<file path="src/design/accel_pkg.sv">
package accel_pkg;

  // ----------------------------------------
  // Bus geometry
  // ----------------------------------------

  // Word address width of the register window
  localparam int unsigned WbAddrWidth = 4;

  // ----------------------------------------
  // Register map, word offsets
  // ----------------------------------------

  // Write pushes one word into the input queue
  localparam logic [WbAddrWidth-1:0] RegDataIn  = 4'd0;
  // Read pops the head of the output queue
  localparam logic [WbAddrWidth-1:0] RegDataOut = 4'd1;
  // Fill counters, sticky flags and stage busy
  localparam logic [WbAddrWidth-1:0] RegStatus  = 4'd2;
  // Opcode in the low two bits
  localparam logic [WbAddrWidth-1:0] RegConfig  = 4'd3;
  localparam logic [WbAddrWidth-1:0] RegOperand = 4'd4;
  // Any write fires a one cycle clear
  localparam logic [WbAddrWidth-1:0] RegClear   = 4'd5;

  // Status register layout
  localparam int unsigned StatCntWidth  = 8;
  localparam int unsigned StatInCntLsb  = 0;
  localparam int unsigned StatOutCntLsb = 8;
  localparam int unsigned StatOvfBit    = 16;
  localparam int unsigned StatUdfBit    = 17;
  localparam int unsigned StatBusyBit   = 18;

  // ----------------------------------------
  // Stage operations
  // ----------------------------------------

  typedef enum logic [1:0] {
    OP_PASS = 2'd0,
    OP_ADD  = 2'd1,
    // Low half of the product only
    OP_MUL  = 2'd2,
    OP_XOR  = 2'd3
  } alu_op_e;

endpackage
</file>
<file path="src/design/stream_accel_top.sv">
module stream_accel_top import accel_pkg::*; #(
  parameter int unsigned DataWidth   = 32,
  parameter int unsigned InDepth     = 8,
  parameter int unsigned OutDepth    = 4,
  parameter bit          FallThrough = 1'b0
) (
  input  logic                   clk_i,
  input  logic                   rst_ni,
  input  logic                   wb_cyc_i,
  input  logic                   wb_stb_i,
  input  logic                   wb_we_i,
  input  logic [WbAddrWidth-1:0] wb_adr_i,
  input  logic [DataWidth-1:0]   wb_dat_i,
  output logic [DataWidth-1:0]   wb_dat_o,
  output logic                   wb_ack_o
);

  // Fill counter widths of the two queues
  localparam int unsigned InCntWidth  = ((InDepth > 1) ? $clog2(InDepth) : 1) + 1;
  localparam int unsigned OutCntWidth = ((OutDepth > 1) ? $clog2(OutDepth) : 1) + 1;

  // ----------------------------------------
  // Interconnect
  // ----------------------------------------

  logic                   clr;
  alu_op_e                op;
  logic [DataWidth-1:0]   operand;
  logic                   stage_busy;

  // Front end into input queue
  logic                   in_push;
  logic [DataWidth-1:0]   in_data;
  logic                   in_full;
  logic [InCntWidth-1:0]  in_count;

  // Input queue into stage
  logic [DataWidth-1:0]   in_head;
  logic                   in_empty;
  logic                   in_pop;

  // Stage into output queue
  logic [DataWidth-1:0]   stage_data;
  logic                   out_push;
  logic                   out_full;

  // Output queue back to the front end
  logic [DataWidth-1:0]   out_head;
  logic                   out_empty;
  logic                   out_pop;
  logic [OutCntWidth-1:0] out_count;

  // ----------------------------------------
  // Pipeline
  // ----------------------------------------

  wb_stream_regs #(
    .DataWidth (DataWidth),
    .InDepth   (InDepth),
    .OutDepth  (OutDepth)
  ) u_regs (
    .clk_i        (clk_i),
    .rst_ni       (rst_ni),
    .wb_cyc_i     (wb_cyc_i),
    .wb_stb_i     (wb_stb_i),
    .wb_we_i      (wb_we_i),
    .wb_adr_i     (wb_adr_i),
    .wb_dat_i     (wb_dat_i),
    .wb_dat_o     (wb_dat_o),
    .wb_ack_o     (wb_ack_o),
    .clr_o        (clr),
    .in_push_o    (in_push),
    .in_data_o    (in_data),
    .in_full_i    (in_full),
    .in_count_i   (in_count),
    .out_pop_o    (out_pop),
    .out_data_i   (out_head),
    .out_empty_i  (out_empty),
    .out_count_i  (out_count),
    .op_o         (op),
    .operand_o    (operand),
    .stage_busy_i (stage_busy)
  );

  fifo_buffer #(
    .FallThrough (FallThrough),
    .DataWidth   (DataWidth),
    .FifoDepth   (InDepth)
  ) u_in_fifo (
    .clk_i           (clk_i),
    .rst_ni          (rst_ni),
    .clr_i           (clr),
    .data_i          (in_data),
    .push_i          (in_push),
    .pop_i           (in_pop),
    .full_o          (in_full),
    .empty_o         (in_empty),
    .counter_state_o (in_count),
    .data_o          (in_head)
  );

  stream_alu_stage #(
    .DataWidth (DataWidth)
  ) u_stage (
    .clk_i      (clk_i),
    .rst_ni     (rst_ni),
    .clr_i      (clr),
    .op_i       (op),
    .operand_i  (operand),
    .in_data_i  (in_head),
    .in_empty_i (in_empty),
    .in_pop_o   (in_pop),
    .out_data_o (stage_data),
    .out_full_i (out_full),
    .out_push_o (out_push),
    .busy_o     (stage_busy)
  );

  fifo_buffer #(
    .FallThrough (FallThrough),
    .DataWidth   (DataWidth),
    .FifoDepth   (OutDepth)
  ) u_out_fifo (
    .clk_i           (clk_i),
    .rst_ni          (rst_ni),
    .clr_i           (clr),
    .data_i          (stage_data),
    .push_i          (out_push),
    .pop_i           (out_pop),
    .full_o          (out_full),
    .empty_o         (out_empty),
    .counter_state_o (out_count),
    .data_o          (out_head)
  );

endmodule

</file>
<file path="src/design/stream_alu_stage.sv">
module stream_alu_stage import accel_pkg::*; #(
  parameter int unsigned DataWidth = 32
) (
  input  logic                 clk_i,
  input  logic                 rst_ni,
  // Drops the held word
  input  logic                 clr_i,
  // Live configuration
  input  alu_op_e              op_i,
  input  logic [DataWidth-1:0] operand_i,
  // Input queue side
  input  logic [DataWidth-1:0] in_data_i,
  input  logic                 in_empty_i,
  output logic                 in_pop_o,
  // Output queue side
  output logic [DataWidth-1:0] out_data_o,
  input  logic                 out_full_i,
  output logic                 out_push_o,
  // Held word still waiting
  output logic                 busy_o
);

  logic                 valid_q;
  logic [DataWidth-1:0] result_q;
  logic [DataWidth-1:0] alu_res;
  logic                 drain;

  // ----------------------------------------
  // Handshake
  // ----------------------------------------

  // Held word leaves when the output queue has room
  assign drain = valid_q & ~out_full_i;

  // Take a new word if the slot is free or freeing up this cycle
  // No pop during a clear, the queue is being flushed anyway
  assign in_pop_o = ~clr_i & ~in_empty_i & (~valid_q | drain);

  assign out_push_o = valid_q;
  assign out_data_o = result_q;
  assign busy_o     = valid_q;

  // ----------------------------------------
  // Arithmetic
  // ----------------------------------------

  // Opcode and operand sampled at pop time
  always_comb begin : alu
    case (op_i)
      OP_ADD:  alu_res = in_data_i + operand_i;
      // Product truncated to the data width
      OP_MUL:  alu_res = in_data_i * operand_i;
      OP_XOR:  alu_res = in_data_i ^ operand_i;
      default: alu_res = in_data_i;
    endcase
  end

  // ----------------------------------------
  // Result register
  // ----------------------------------------

  always_ff @(posedge clk_i or negedge rst_ni) begin
    if (!rst_ni) begin
      valid_q <= 1'b0;
    end else if (clr_i) begin
      valid_q <= 1'b0;
    end else if (in_pop_o) begin
      // Refill, also covers drain and refill in one cycle
      valid_q <= 1'b1;
    end else if (drain) begin
      valid_q <= 1'b0;
    end
  end

  // Payload
  always_ff @(posedge clk_i) begin
    if (in_pop_o) begin
      result_q <= alu_res;
    end
  end

endmodule

</file>
<file path="src/design/wb_stream_regs.sv">
module wb_stream_regs import accel_pkg::*; #(
  parameter int unsigned DataWidth  = 32,
  parameter int unsigned InDepth    = 8,
  parameter int unsigned OutDepth   = 4,
  // Fill counter widths, matching the queue instances
  localparam int unsigned InCntWidth  = ((InDepth > 1) ? $clog2(InDepth) : 1) + 1,
  localparam int unsigned OutCntWidth = ((OutDepth > 1) ? $clog2(OutDepth) : 1) + 1
) (
  input  logic                   clk_i,
  input  logic                   rst_ni,
  // Wishbone classic slave
  input  logic                   wb_cyc_i,
  input  logic                   wb_stb_i,
  input  logic                   wb_we_i,
  input  logic [WbAddrWidth-1:0] wb_adr_i,
  input  logic [DataWidth-1:0]   wb_dat_i,
  output logic [DataWidth-1:0]   wb_dat_o,
  output logic                   wb_ack_o,
  // One cycle flush of the datapath
  output logic                   clr_o,
  // Input queue side
  output logic                   in_push_o,
  output logic [DataWidth-1:0]   in_data_o,
  input  logic                   in_full_i,
  input  logic [InCntWidth-1:0]  in_count_i,
  // Output queue side
  output logic                   out_pop_o,
  input  logic [DataWidth-1:0]   out_data_i,
  input  logic                   out_empty_i,
  input  logic [OutCntWidth-1:0] out_count_i,
  // Stage side
  output alu_op_e                op_o,
  output logic [DataWidth-1:0]   operand_o,
  input  logic                   stage_busy_i
);

  typedef enum logic {
    BUS_IDLE,
    BUS_ACK
  } bus_state_e;

  bus_state_e state_q;
  bus_state_e state_d;

  logic                 req;
  logic                 wr_acc;
  logic                 rd_acc;
  logic                 clr_q;
  logic                 ovf_q;
  logic                 udf_q;
  alu_op_e              op_q;
  logic [DataWidth-1:0] operand_q;
  logic [DataWidth-1:0] rdata;

  // ----------------------------------------
  // Bus handshake
  // ----------------------------------------

  assign req = wb_cyc_i & wb_stb_i;

  // Ack one cycle after the request, then back to idle
  // Master drops stb during the ack so no double accept
  always_comb begin : bus_fsm
    state_d = state_q;
    case (state_q)
      BUS_IDLE: if (req) state_d = BUS_ACK;
      BUS_ACK:  state_d = BUS_IDLE;
      default:  state_d = BUS_IDLE;
    endcase
  end

  assign wb_ack_o = (state_q == BUS_ACK);

  // Accesses take effect on the ack cycle, master still holds adr and data
  assign wr_acc = wb_ack_o & wb_we_i;
  assign rd_acc = wb_ack_o & ~wb_we_i;

  // Queue strobes
  assign in_push_o = wr_acc & (wb_adr_i == RegDataIn);
  assign in_data_o = wb_dat_i;
  assign out_pop_o = rd_acc & (wb_adr_i == RegDataOut);

  assign clr_o     = clr_q;
  assign op_o      = op_q;
  assign operand_o = operand_q;

  // ----------------------------------------
  // Read data
  // ----------------------------------------

  always_comb begin : read_mux
    rdata = '0;
    case (wb_adr_i)
      // Empty queue reads as zero
      RegDataOut: if (!out_empty_i) rdata = out_data_i;
      RegStatus: begin
        rdata[StatInCntLsb +: StatCntWidth]  = StatCntWidth'(in_count_i);
        rdata[StatOutCntLsb +: StatCntWidth] = StatCntWidth'(out_count_i);
        rdata[StatOvfBit]                    = ovf_q;
        rdata[StatUdfBit]                    = udf_q;
        rdata[StatBusyBit]                   = stage_busy_i;
      end
      RegConfig:  rdata[$bits(alu_op_e)-1:0] = op_q;
      RegOperand: rdata = operand_q;
      // DataIn, Clear and unmapped offsets read zero
      default:    rdata = '0;
    endcase
  end

  assign wb_dat_o = rd_acc ? rdata : '0;

  // ----------------------------------------
  // Registers
  // ----------------------------------------

  always_ff @(posedge clk_i or negedge rst_ni) begin
    if (!rst_ni) begin
      state_q   <= BUS_IDLE;
      clr_q     <= 1'b0;
      ovf_q     <= 1'b0;
      udf_q     <= 1'b0;
      op_q      <= OP_PASS;
      operand_q <= '0;
    end else begin
      state_q <= state_d;
      // Clear fires in the cycle after the ack
      clr_q   <= wr_acc & (wb_adr_i == RegClear);

      // Sticky error flags, only the clear pulse drops them
      if (clr_q) begin
        ovf_q <= 1'b0;
        udf_q <= 1'b0;
      end else begin
        if (in_push_o && in_full_i) ovf_q <= 1'b1;
        if (out_pop_o && out_empty_i) udf_q <= 1'b1;
      end

      // Configuration survives a clear
      if (wr_acc && (wb_adr_i == RegConfig)) begin
        op_q <= alu_op_e'(wb_dat_i[$bits(alu_op_e)-1:0]);
      end
      if (wr_acc && (wb_adr_i == RegOperand)) begin
        operand_q <= wb_dat_i;
      end
    end
  end

endmodule

</file>
<file path="src/design/fifo_buffer.sv">
module fifo_buffer #(
  parameter bit          FallThrough = 1'b0,
  parameter int unsigned DataWidth   = 32,
  parameter int unsigned FifoDepth   = 8,
  // Pointer width, kept at one bit for a single entry queue
  localparam int unsigned AddrWidth  = (FifoDepth > 1) ? $clog2(FifoDepth) : 1
) (
  input  logic                 clk_i,
  input  logic                 rst_ni,
  // Synchronous flush of the whole queue
  input  logic                 clr_i,
  input  logic [DataWidth-1:0] data_i,
  input  logic                 push_i,
  input  logic                 pop_i,
  output logic                 full_o,
  output logic                 empty_o,
  // Number of stored words, one bit wider than the pointers
  output logic [AddrWidth:0]   counter_state_o,
  output logic [DataWidth-1:0] data_o
);

  // ----------------------------------------
  // Storage and bookkeeping
  // ----------------------------------------

  logic [AddrWidth-1:0] rd_ptr_q;
  logic [AddrWidth-1:0] rd_ptr_d;
  logic [AddrWidth-1:0] wr_ptr_q;
  logic [AddrWidth-1:0] wr_ptr_d;
  logic [AddrWidth:0]   cnt_q;
  logic [AddrWidth:0]   cnt_d;

  // Queue body
  logic [DataWidth-1:0] mem_q [FifoDepth];

  // Qualified strobes
  logic is_empty;
  logic bypass;
  logic push_ok;
  logic pop_ok;

  // Advance a pointer and wrap at the last entry
  // Needed for depths that are not a power of two
  function automatic logic [AddrWidth-1:0] ptr_inc(input logic [AddrWidth-1:0] ptr);
    if (ptr == AddrWidth'(FifoDepth - 1)) begin
      return '0;
    end
    return ptr + 1'b1;
  endfunction

  // ----------------------------------------
  // Flags
  // ----------------------------------------

  assign is_empty        = (cnt_q == '0);
  assign full_o          = (cnt_q == (AddrWidth + 1)'(FifoDepth));
  assign counter_state_o = cnt_q;

  // In fall-through mode an incoming word makes the queue look non-empty
  assign empty_o = is_empty & ~(FallThrough & push_i);

  // Word goes straight from input to output
  // Nothing is stored and no pointer moves
  assign bypass = FallThrough & is_empty & push_i & pop_i;

  // Push on full and pop on empty are dropped
  assign push_ok = push_i & ~full_o & ~bypass;
  assign pop_ok  = pop_i & ~empty_o & ~bypass;

  // Head of queue, or the incoming word while empty in fall-through mode
  assign data_o = (FallThrough && is_empty) ? data_i : mem_q[rd_ptr_q];

  // ----------------------------------------
  // Next state
  // ----------------------------------------

  always_comb begin : next_state
    rd_ptr_d = rd_ptr_q;
    wr_ptr_d = wr_ptr_q;
    cnt_d    = cnt_q;

    if (push_ok) begin
      wr_ptr_d = ptr_inc(wr_ptr_q);
    end

    if (pop_ok) begin
      rd_ptr_d = ptr_inc(rd_ptr_q);
    end

    // Push and pop together leave the count alone
    case ({push_ok, pop_ok})
      2'b10:   cnt_d = cnt_q + 1'b1;
      2'b01:   cnt_d = cnt_q - 1'b1;
      default: cnt_d = cnt_q;
    endcase
  end

  // ----------------------------------------
  // Registers
  // ----------------------------------------

  // Pointers and fill count
  always_ff @(posedge clk_i or negedge rst_ni) begin
    if (!rst_ni) begin
      rd_ptr_q <= '0;
      wr_ptr_q <= '0;
      cnt_q    <= '0;
    end else if (clr_i) begin
      // Clear wins over any push or pop in the same cycle
      rd_ptr_q <= '0;
      wr_ptr_q <= '0;
      cnt_q    <= '0;
    end else begin
      rd_ptr_q <= rd_ptr_d;
      wr_ptr_q <= wr_ptr_d;
      cnt_q    <= cnt_d;
    end
  end

  // Word store
  always_ff @(posedge clk_i) begin
    if (push_ok) begin
      mem_q[wr_ptr_q] <= data_i;
    end
  end

endmodule

</file>
<file path="config.mk">
export PLATFORM = sky130hd
export DESIGN_NAME = stream_accel_top
export DESIGN_NICKNAME = d
export VERILOG_FILES = /design/src/design/accel_pkg.sv /design/src/design/stream_accel_top.sv /design/src/design/stream_alu_stage.sv /design/src/design/wb_stream_regs.sv /design/src/design/fifo_buffer.sv
export SDC_FILE = /design/constraint.sdc
export NUM_CORES = 2
export LEC_CHECK = 0
export ABC_AREA = 1
export BUFFER_PORTS_ARGS = -buffer_cell sky130_fd_sc_hd__buf_2
export CORE_ASPECT_RATIO = 0.6
export CORE_MARGIN = 5
export CORE_UTILIZATION = 52
export CTS_BUF_LIST = sky130_fd_sc_hd__clkbuf_8
export CTS_CLUSTER_SIZE = 40
export DETAILED_ROUTE_END_ITERATION = 8
export GPL_TIMING_DRIVEN = 0
export HOLD_SLACK_MARGIN = 0.06
export PLACE_DENSITY = 0.68
export SLEW_MARGIN = 20
export SYNTH_ARGS = -nofsm -noshare
export SYNTH_HDL_FRONTEND = slang
export SYNTH_HIERARCHICAL = 1
export SYNTH_SLANG_ARGS = --single-unit
</file>
<file path="constraint.sdc">
create_clock -name clk_i -period 22.3 [get_ports clk_i]
set_input_delay 2.23 -clock clk_i [delete_from_list [all_inputs] [get_ports clk_i]]
set_output_delay 2.23 -clock clk_i [all_outputs]
set_load 0.005 [all_outputs]
</file>
==> summary by stage <==
Status
The run finished with clean final reports.

STA
The number of pins with negative max-slew slack in the final report was 0. Headroom to the max-slew limit came out at between 15 and 20%. For the final routed database, the setup TNS stands at 0 ps. Setup violations remaining at the end of the flow were counted as 0. The minimum clock period after layout is between 10000 and 15000 ps.

Clock skew on the completed layout was measured at between 50 and 60 ps. For the pin with the worst max-slew slack, the measured transition is approximately 1300 ps. The final worst-path cycle share is roughly 49%.

Static timing analysis puts the maximum clock frequency at ~0.092 GHz. The final count of hold timing violations is 0. The final worst slack is 11450 ps. Setup repair after global routing left no endpoint under its margin.

Setup path
The critical path data required time is around 23000 ps. The worst-path maximum fanout is 10. The cell family contributing the most delay on the critical path is adder cells. The biggest cell delay along the critical path is around 990 ps. Data arrives at the worst endpoint at approximately 11000 ps. STA classifies the critical path endpoint as a flop. STA classifies the critical path startpoint as a flop. The cell type of the slowest stage on the worst timing path is sky130_fd_sc_hd__clkbuf_1. The category of the most critical setup path is flop to flop. The number of buffer and inverter instances along the worst setup path is 8.

The cell occurring most often along the worst timing path is sky130_fd_sc_hd__fa_1.

Global route
The first global-routing pass estimated roughly 200 mm of wire. The number of global-route vias before repair is between 20000 and 30000. In the global route stage, overall resource usage came out at approximately 34%. The pin count of the biggest net entering global routing is 57.

The number of antenna violations at the first check in global routing came to 0. The residual overflow from global routing is 0.

Synthesis
Synthesis instantiated 56 different standard cells from the library. The top flip-flop cell by instance count after synthesis is sky130_fd_sc_hd__edfxtp_1. The total standard cell area after synthesis is between 30000 and 40000 µm². Sequential cells were found to cover between 30% and 40% of the synthesized design area. The Yosys step of the flow raised 6 warnings. The number of flops mapped to enable cells by yosys is 416. The average size of a mapped cell is between 8 and 9 µm². The share of synthesized registers carrying an async set or reset is 11.9%. The synthesized net count is roughly 5000.

The register bit total from synthesis is 472. The synthesized instance count is roughly 4400.

Clock network
The number of clock buffers added by TritonCTS is between 50 and 60. No sink is reached through more buffers than the 3 on the longest clock path. The number of gates given a new drive strength after cts is 0. The cell sitting at the root of the clock tree is a sky130_fd_sc_hd__clkbuf_8. The clock slew at the register clock pins of the worst setup and hold paths is around 80 ps. For this design, the CTS-stage hold fixing added 0 buffers. Clock tree synthesis found a total of around 470 sinks. The post-CTS repair timing setup buffer count is 0. The H-tree was split into 2 levels. The TritonCTS clock tree is done. For the worst-skew pair, the clock arrives at the later sink with an insertion delay of 690 ps.

Routing
The count of nets left with antenna violations once routing finished came out at 0. The via count is approximately 32000. Summed over all layers, the routed wires come to between 100 and 150 mm. The number of detailed-route iterations in the first pass is 8. The via density per instance is 5.72. For this run, design rule violations remaining after detail routing come to 0.

Dividing the detail-routed wire length by the instance count gives 25.1 µm. The number of DRC violations after detailed-routing iteration 0 is around 4800.

Die
The floorplan step set the die height to between 200 and 250 µm. In this run the count of I/O pins placed on the die edge is 74. The starting density of the core is between 50% and 60%. The core region is around 74000 µm². The die covers around 80000 µm².

In this run the horizontal extent of the chip is ~360 µm. In this run the core area contains a little under 80 standard-cell rows.

Cells and area
The net total in the final layout is 5147. The library cell used most frequently in the layout, excluding fill and tap cells, is sky130_fd_sc_hd__nand2_1. The top cell types in the final layout, fill and taps aside, are sky130_fd_sc_hd__nand2_1, sky130_fd_sc_hd__inv_1, sky130_fd_sc_hd__edfxtp_1.

The area growth from synthesis to layout is 8.59%. The number of antenna diodes in the final layout is 0. The total of fill cells in the finished design is roughly 6600. The post-route netlist has around 7.6% of its cells at a drive strength greater than 1.

Placed design
The HPWL reported at the end of detailed placement is ~110 mm. The final weighted congestion in routability-driven placement is approximately 1.1. The count of buffers added on input and output ports is between 70 and 80. The worst setup slack before clock tree synthesis is 12050 ps.

Worst hold path
The min-delay analysis places its worst path in the category flop to flop.

Run
Across the run, the number of max-cap violations was 0.
==> sequential cells by signal, summed over array words and instances (netlist names), 3 cells and up <==
signal	cells
u_in_fifo/mem_q	256
u_out_fifo/mem_q	128
u_regs/operand_o	32
u_stage/out_data_o	32
u_in_fifo/counter_state_o	4
u_in_fifo/rd_ptr_q	3
u_in_fifo/wr_ptr_q	3
u_out_fifo/counter_state_o	3
==> path summary, 6_finish.rpt <==
check | start | end | slack, ps | depth (start not counted)
setup reg to reg | u_in_fifo/rd_ptr_q[0] | u_stage/out_data_o[29] | 11450 | 27
hold reg to reg | u_regs/wb_ack_o | u_regs/wb_ack_o | 480 | 1
hold / removal | u_regs/wb_ack_o | u_regs/wb_ack_o | 480 | 1
min in group asynchronous | rst_ni | u_regs/clr_o | 1610 | 1
max in group asynchronous | rst_ni | u_in_fifo/rd_ptr_q[1] | 20140 | 1
setup / recovery | u_in_fifo/rd_ptr_q[0] | u_stage/out_data_o[29] | 11450 | 27
==> worst reg2reg max path, cell delays in order (launching register included) <==
cell	delay [ps]
sky130_fd_sc_hd__dfrtp_1	480
sky130_fd_sc_hd__inv_2	120
sky130_fd_sc_hd__buf_4	170
sky130_fd_sc_hd__clkbuf_1	560
sky130_fd_sc_hd__o21ai_0	210
sky130_fd_sc_hd__a31oi_1	770
sky130_fd_sc_hd__clkbuf_1	990
sky130_fd_sc_hd__buf_1	900
sky130_fd_sc_hd__nand2_1	170
sky130_fd_sc_hd__fa_1	410
sky130_fd_sc_hd__inv_1	80
sky130_fd_sc_hd__fa_1	190
sky130_fd_sc_hd__inv_1	70
sky130_fd_sc_hd__fa_1	530
sky130_fd_sc_hd__fa_1	450
sky130_fd_sc_hd__fa_1	570
sky130_fd_sc_hd__inv_1	70
sky130_fd_sc_hd__fa_1	450
sky130_fd_sc_hd__fa_1	550
sky130_fd_sc_hd__fa_1	470
sky130_fd_sc_hd__ha_1	380
sky130_fd_sc_hd__nand2_1	200
sky130_fd_sc_hd__o21ai_0	260
sky130_fd_sc_hd__a211oi_1	550
sky130_fd_sc_hd__o211ai_1	350
sky130_fd_sc_hd__or2_2	370
sky130_fd_sc_hd__nand3_1	130
sky130_fd_sc_hd__nand4_1	120
==> final cells by class <==
type	instances	area (µm²)	share of cell area [%]
Inverter	878	3300	7.85
Sequential cell	472	13900	33.1
Buffer	240	1230	2.93
Timing Repair Buffer	95	785	1.87
Clock buffer	63	867	2.07
Clock inverter	48	245	0.584
Tap cell	987	1230	2.94
Multi-Input combinational cell	2785	20400	48.7
==> stage by stage <==
stage                     instances  instance area (µm²)  hold WS [ps]  utilization, %
after global routing           5568                42000           493            57.0
after floorplan                4375                38700           459               -
after CTS                      5568                42000           485            57.0
after global placement         5435                40300           455            54.6
final                          5568                42000           478            57.0
after detailed placement       5457                40900           473            55.4
==> cells in the mapped netlist (4+ instances only) <==
master	n	share of area, %
sky130_fd_sc_hd__nor2_2	11	0.18
sky130_fd_sc_hd__fa_1	410	21
sky130_fd_sc_hd__buf_2	38	0.49
sky130_fd_sc_hd__dfrtp_1	56	3.6
sky130_fd_sc_hd__nand2_2	6	0.097
sky130_fd_sc_hd__a31oi_1	41	0.66
sky130_fd_sc_hd__nand3b_1	6	0.12
sky130_fd_sc_hd__edfxtp_1	416	32
sky130_fd_sc_hd__o22ai_1	66	1.1
sky130_fd_sc_hd__xnor2_1	11	0.25
sky130_fd_sc_hd__nor3_1	22	0.28
sky130_fd_sc_hd__nor4_1	4	0.065
sky130_fd_sc_hd__a21oi_1	100	1.3
sky130_fd_sc_hd__o2111ai_1	14	0.32
sky130_fd_sc_hd__inv_2	7	0.068
sky130_fd_sc_hd__nor2_1	387	3.8
sky130_fd_sc_hd__o21ai_0	249	3.2
sky130_fd_sc_hd__o21ai_1	37	0.48
sky130_fd_sc_hd__buf_4	53	1.0
sky130_fd_sc_hd__clkbuf_1	126	1.2
sky130_fd_sc_hd__a21oi_2	4	0.091
sky130_fd_sc_hd__or2_1	4	0.065
sky130_fd_sc_hd__ha_1	165	5.3
sky130_fd_sc_hd__buf_1	12	0.12
sky130_fd_sc_hd__inv_1	867	8.4
sky130_fd_sc_hd__nand2_1	956	9.3
sky130_fd_sc_hd__nand3_1	192	2.5
sky130_fd_sc_hd__o21bai_1	12	0.23
sky130_fd_sc_hd__nand4_1	27	0.44
sky130_fd_sc_hd__a21o_1	8	0.16
sky130_fd_sc_hd__buf_6	11	0.32
sky130_fd_sc_hd__or2_2	4	0.065
sky130_fd_sc_hd__xor2_1	16	0.36
==> layer usage <==
layer  part of all wire [%]  global-route usage, %  vias to the layer above  wire [µm]
li1                       -                      -                    14000          -
met4                    2.1                   6.07                        0       2930
met5                      0                      0                        -          0
met1                     43                   53.5                    15300      59400
met3                     18                   17.2                      198      25300
met2                     37                   43.1                     2267      51900
==> kinds of logic after synthesis <==
| family | count (synthesis) | synth area share (%) |
|---|---|---|
| AND/OR/NAND/NOR | 1631 | 17.2 |
| buffers and inverters | 1118 | 11.7 |
| adder cells (fa/ha/maj) | 575 | 26.6 |
| AO/OA/AOI/OAI | 552 | 8.01 |
| flip-flops | 472 | 35.9 |
| XOR/XNOR | 27 | 0.612 |
Power is left out: the tool's default activity adds up to more than one toggle a clock period on the data nets, which glitch-free logic cannot reach.
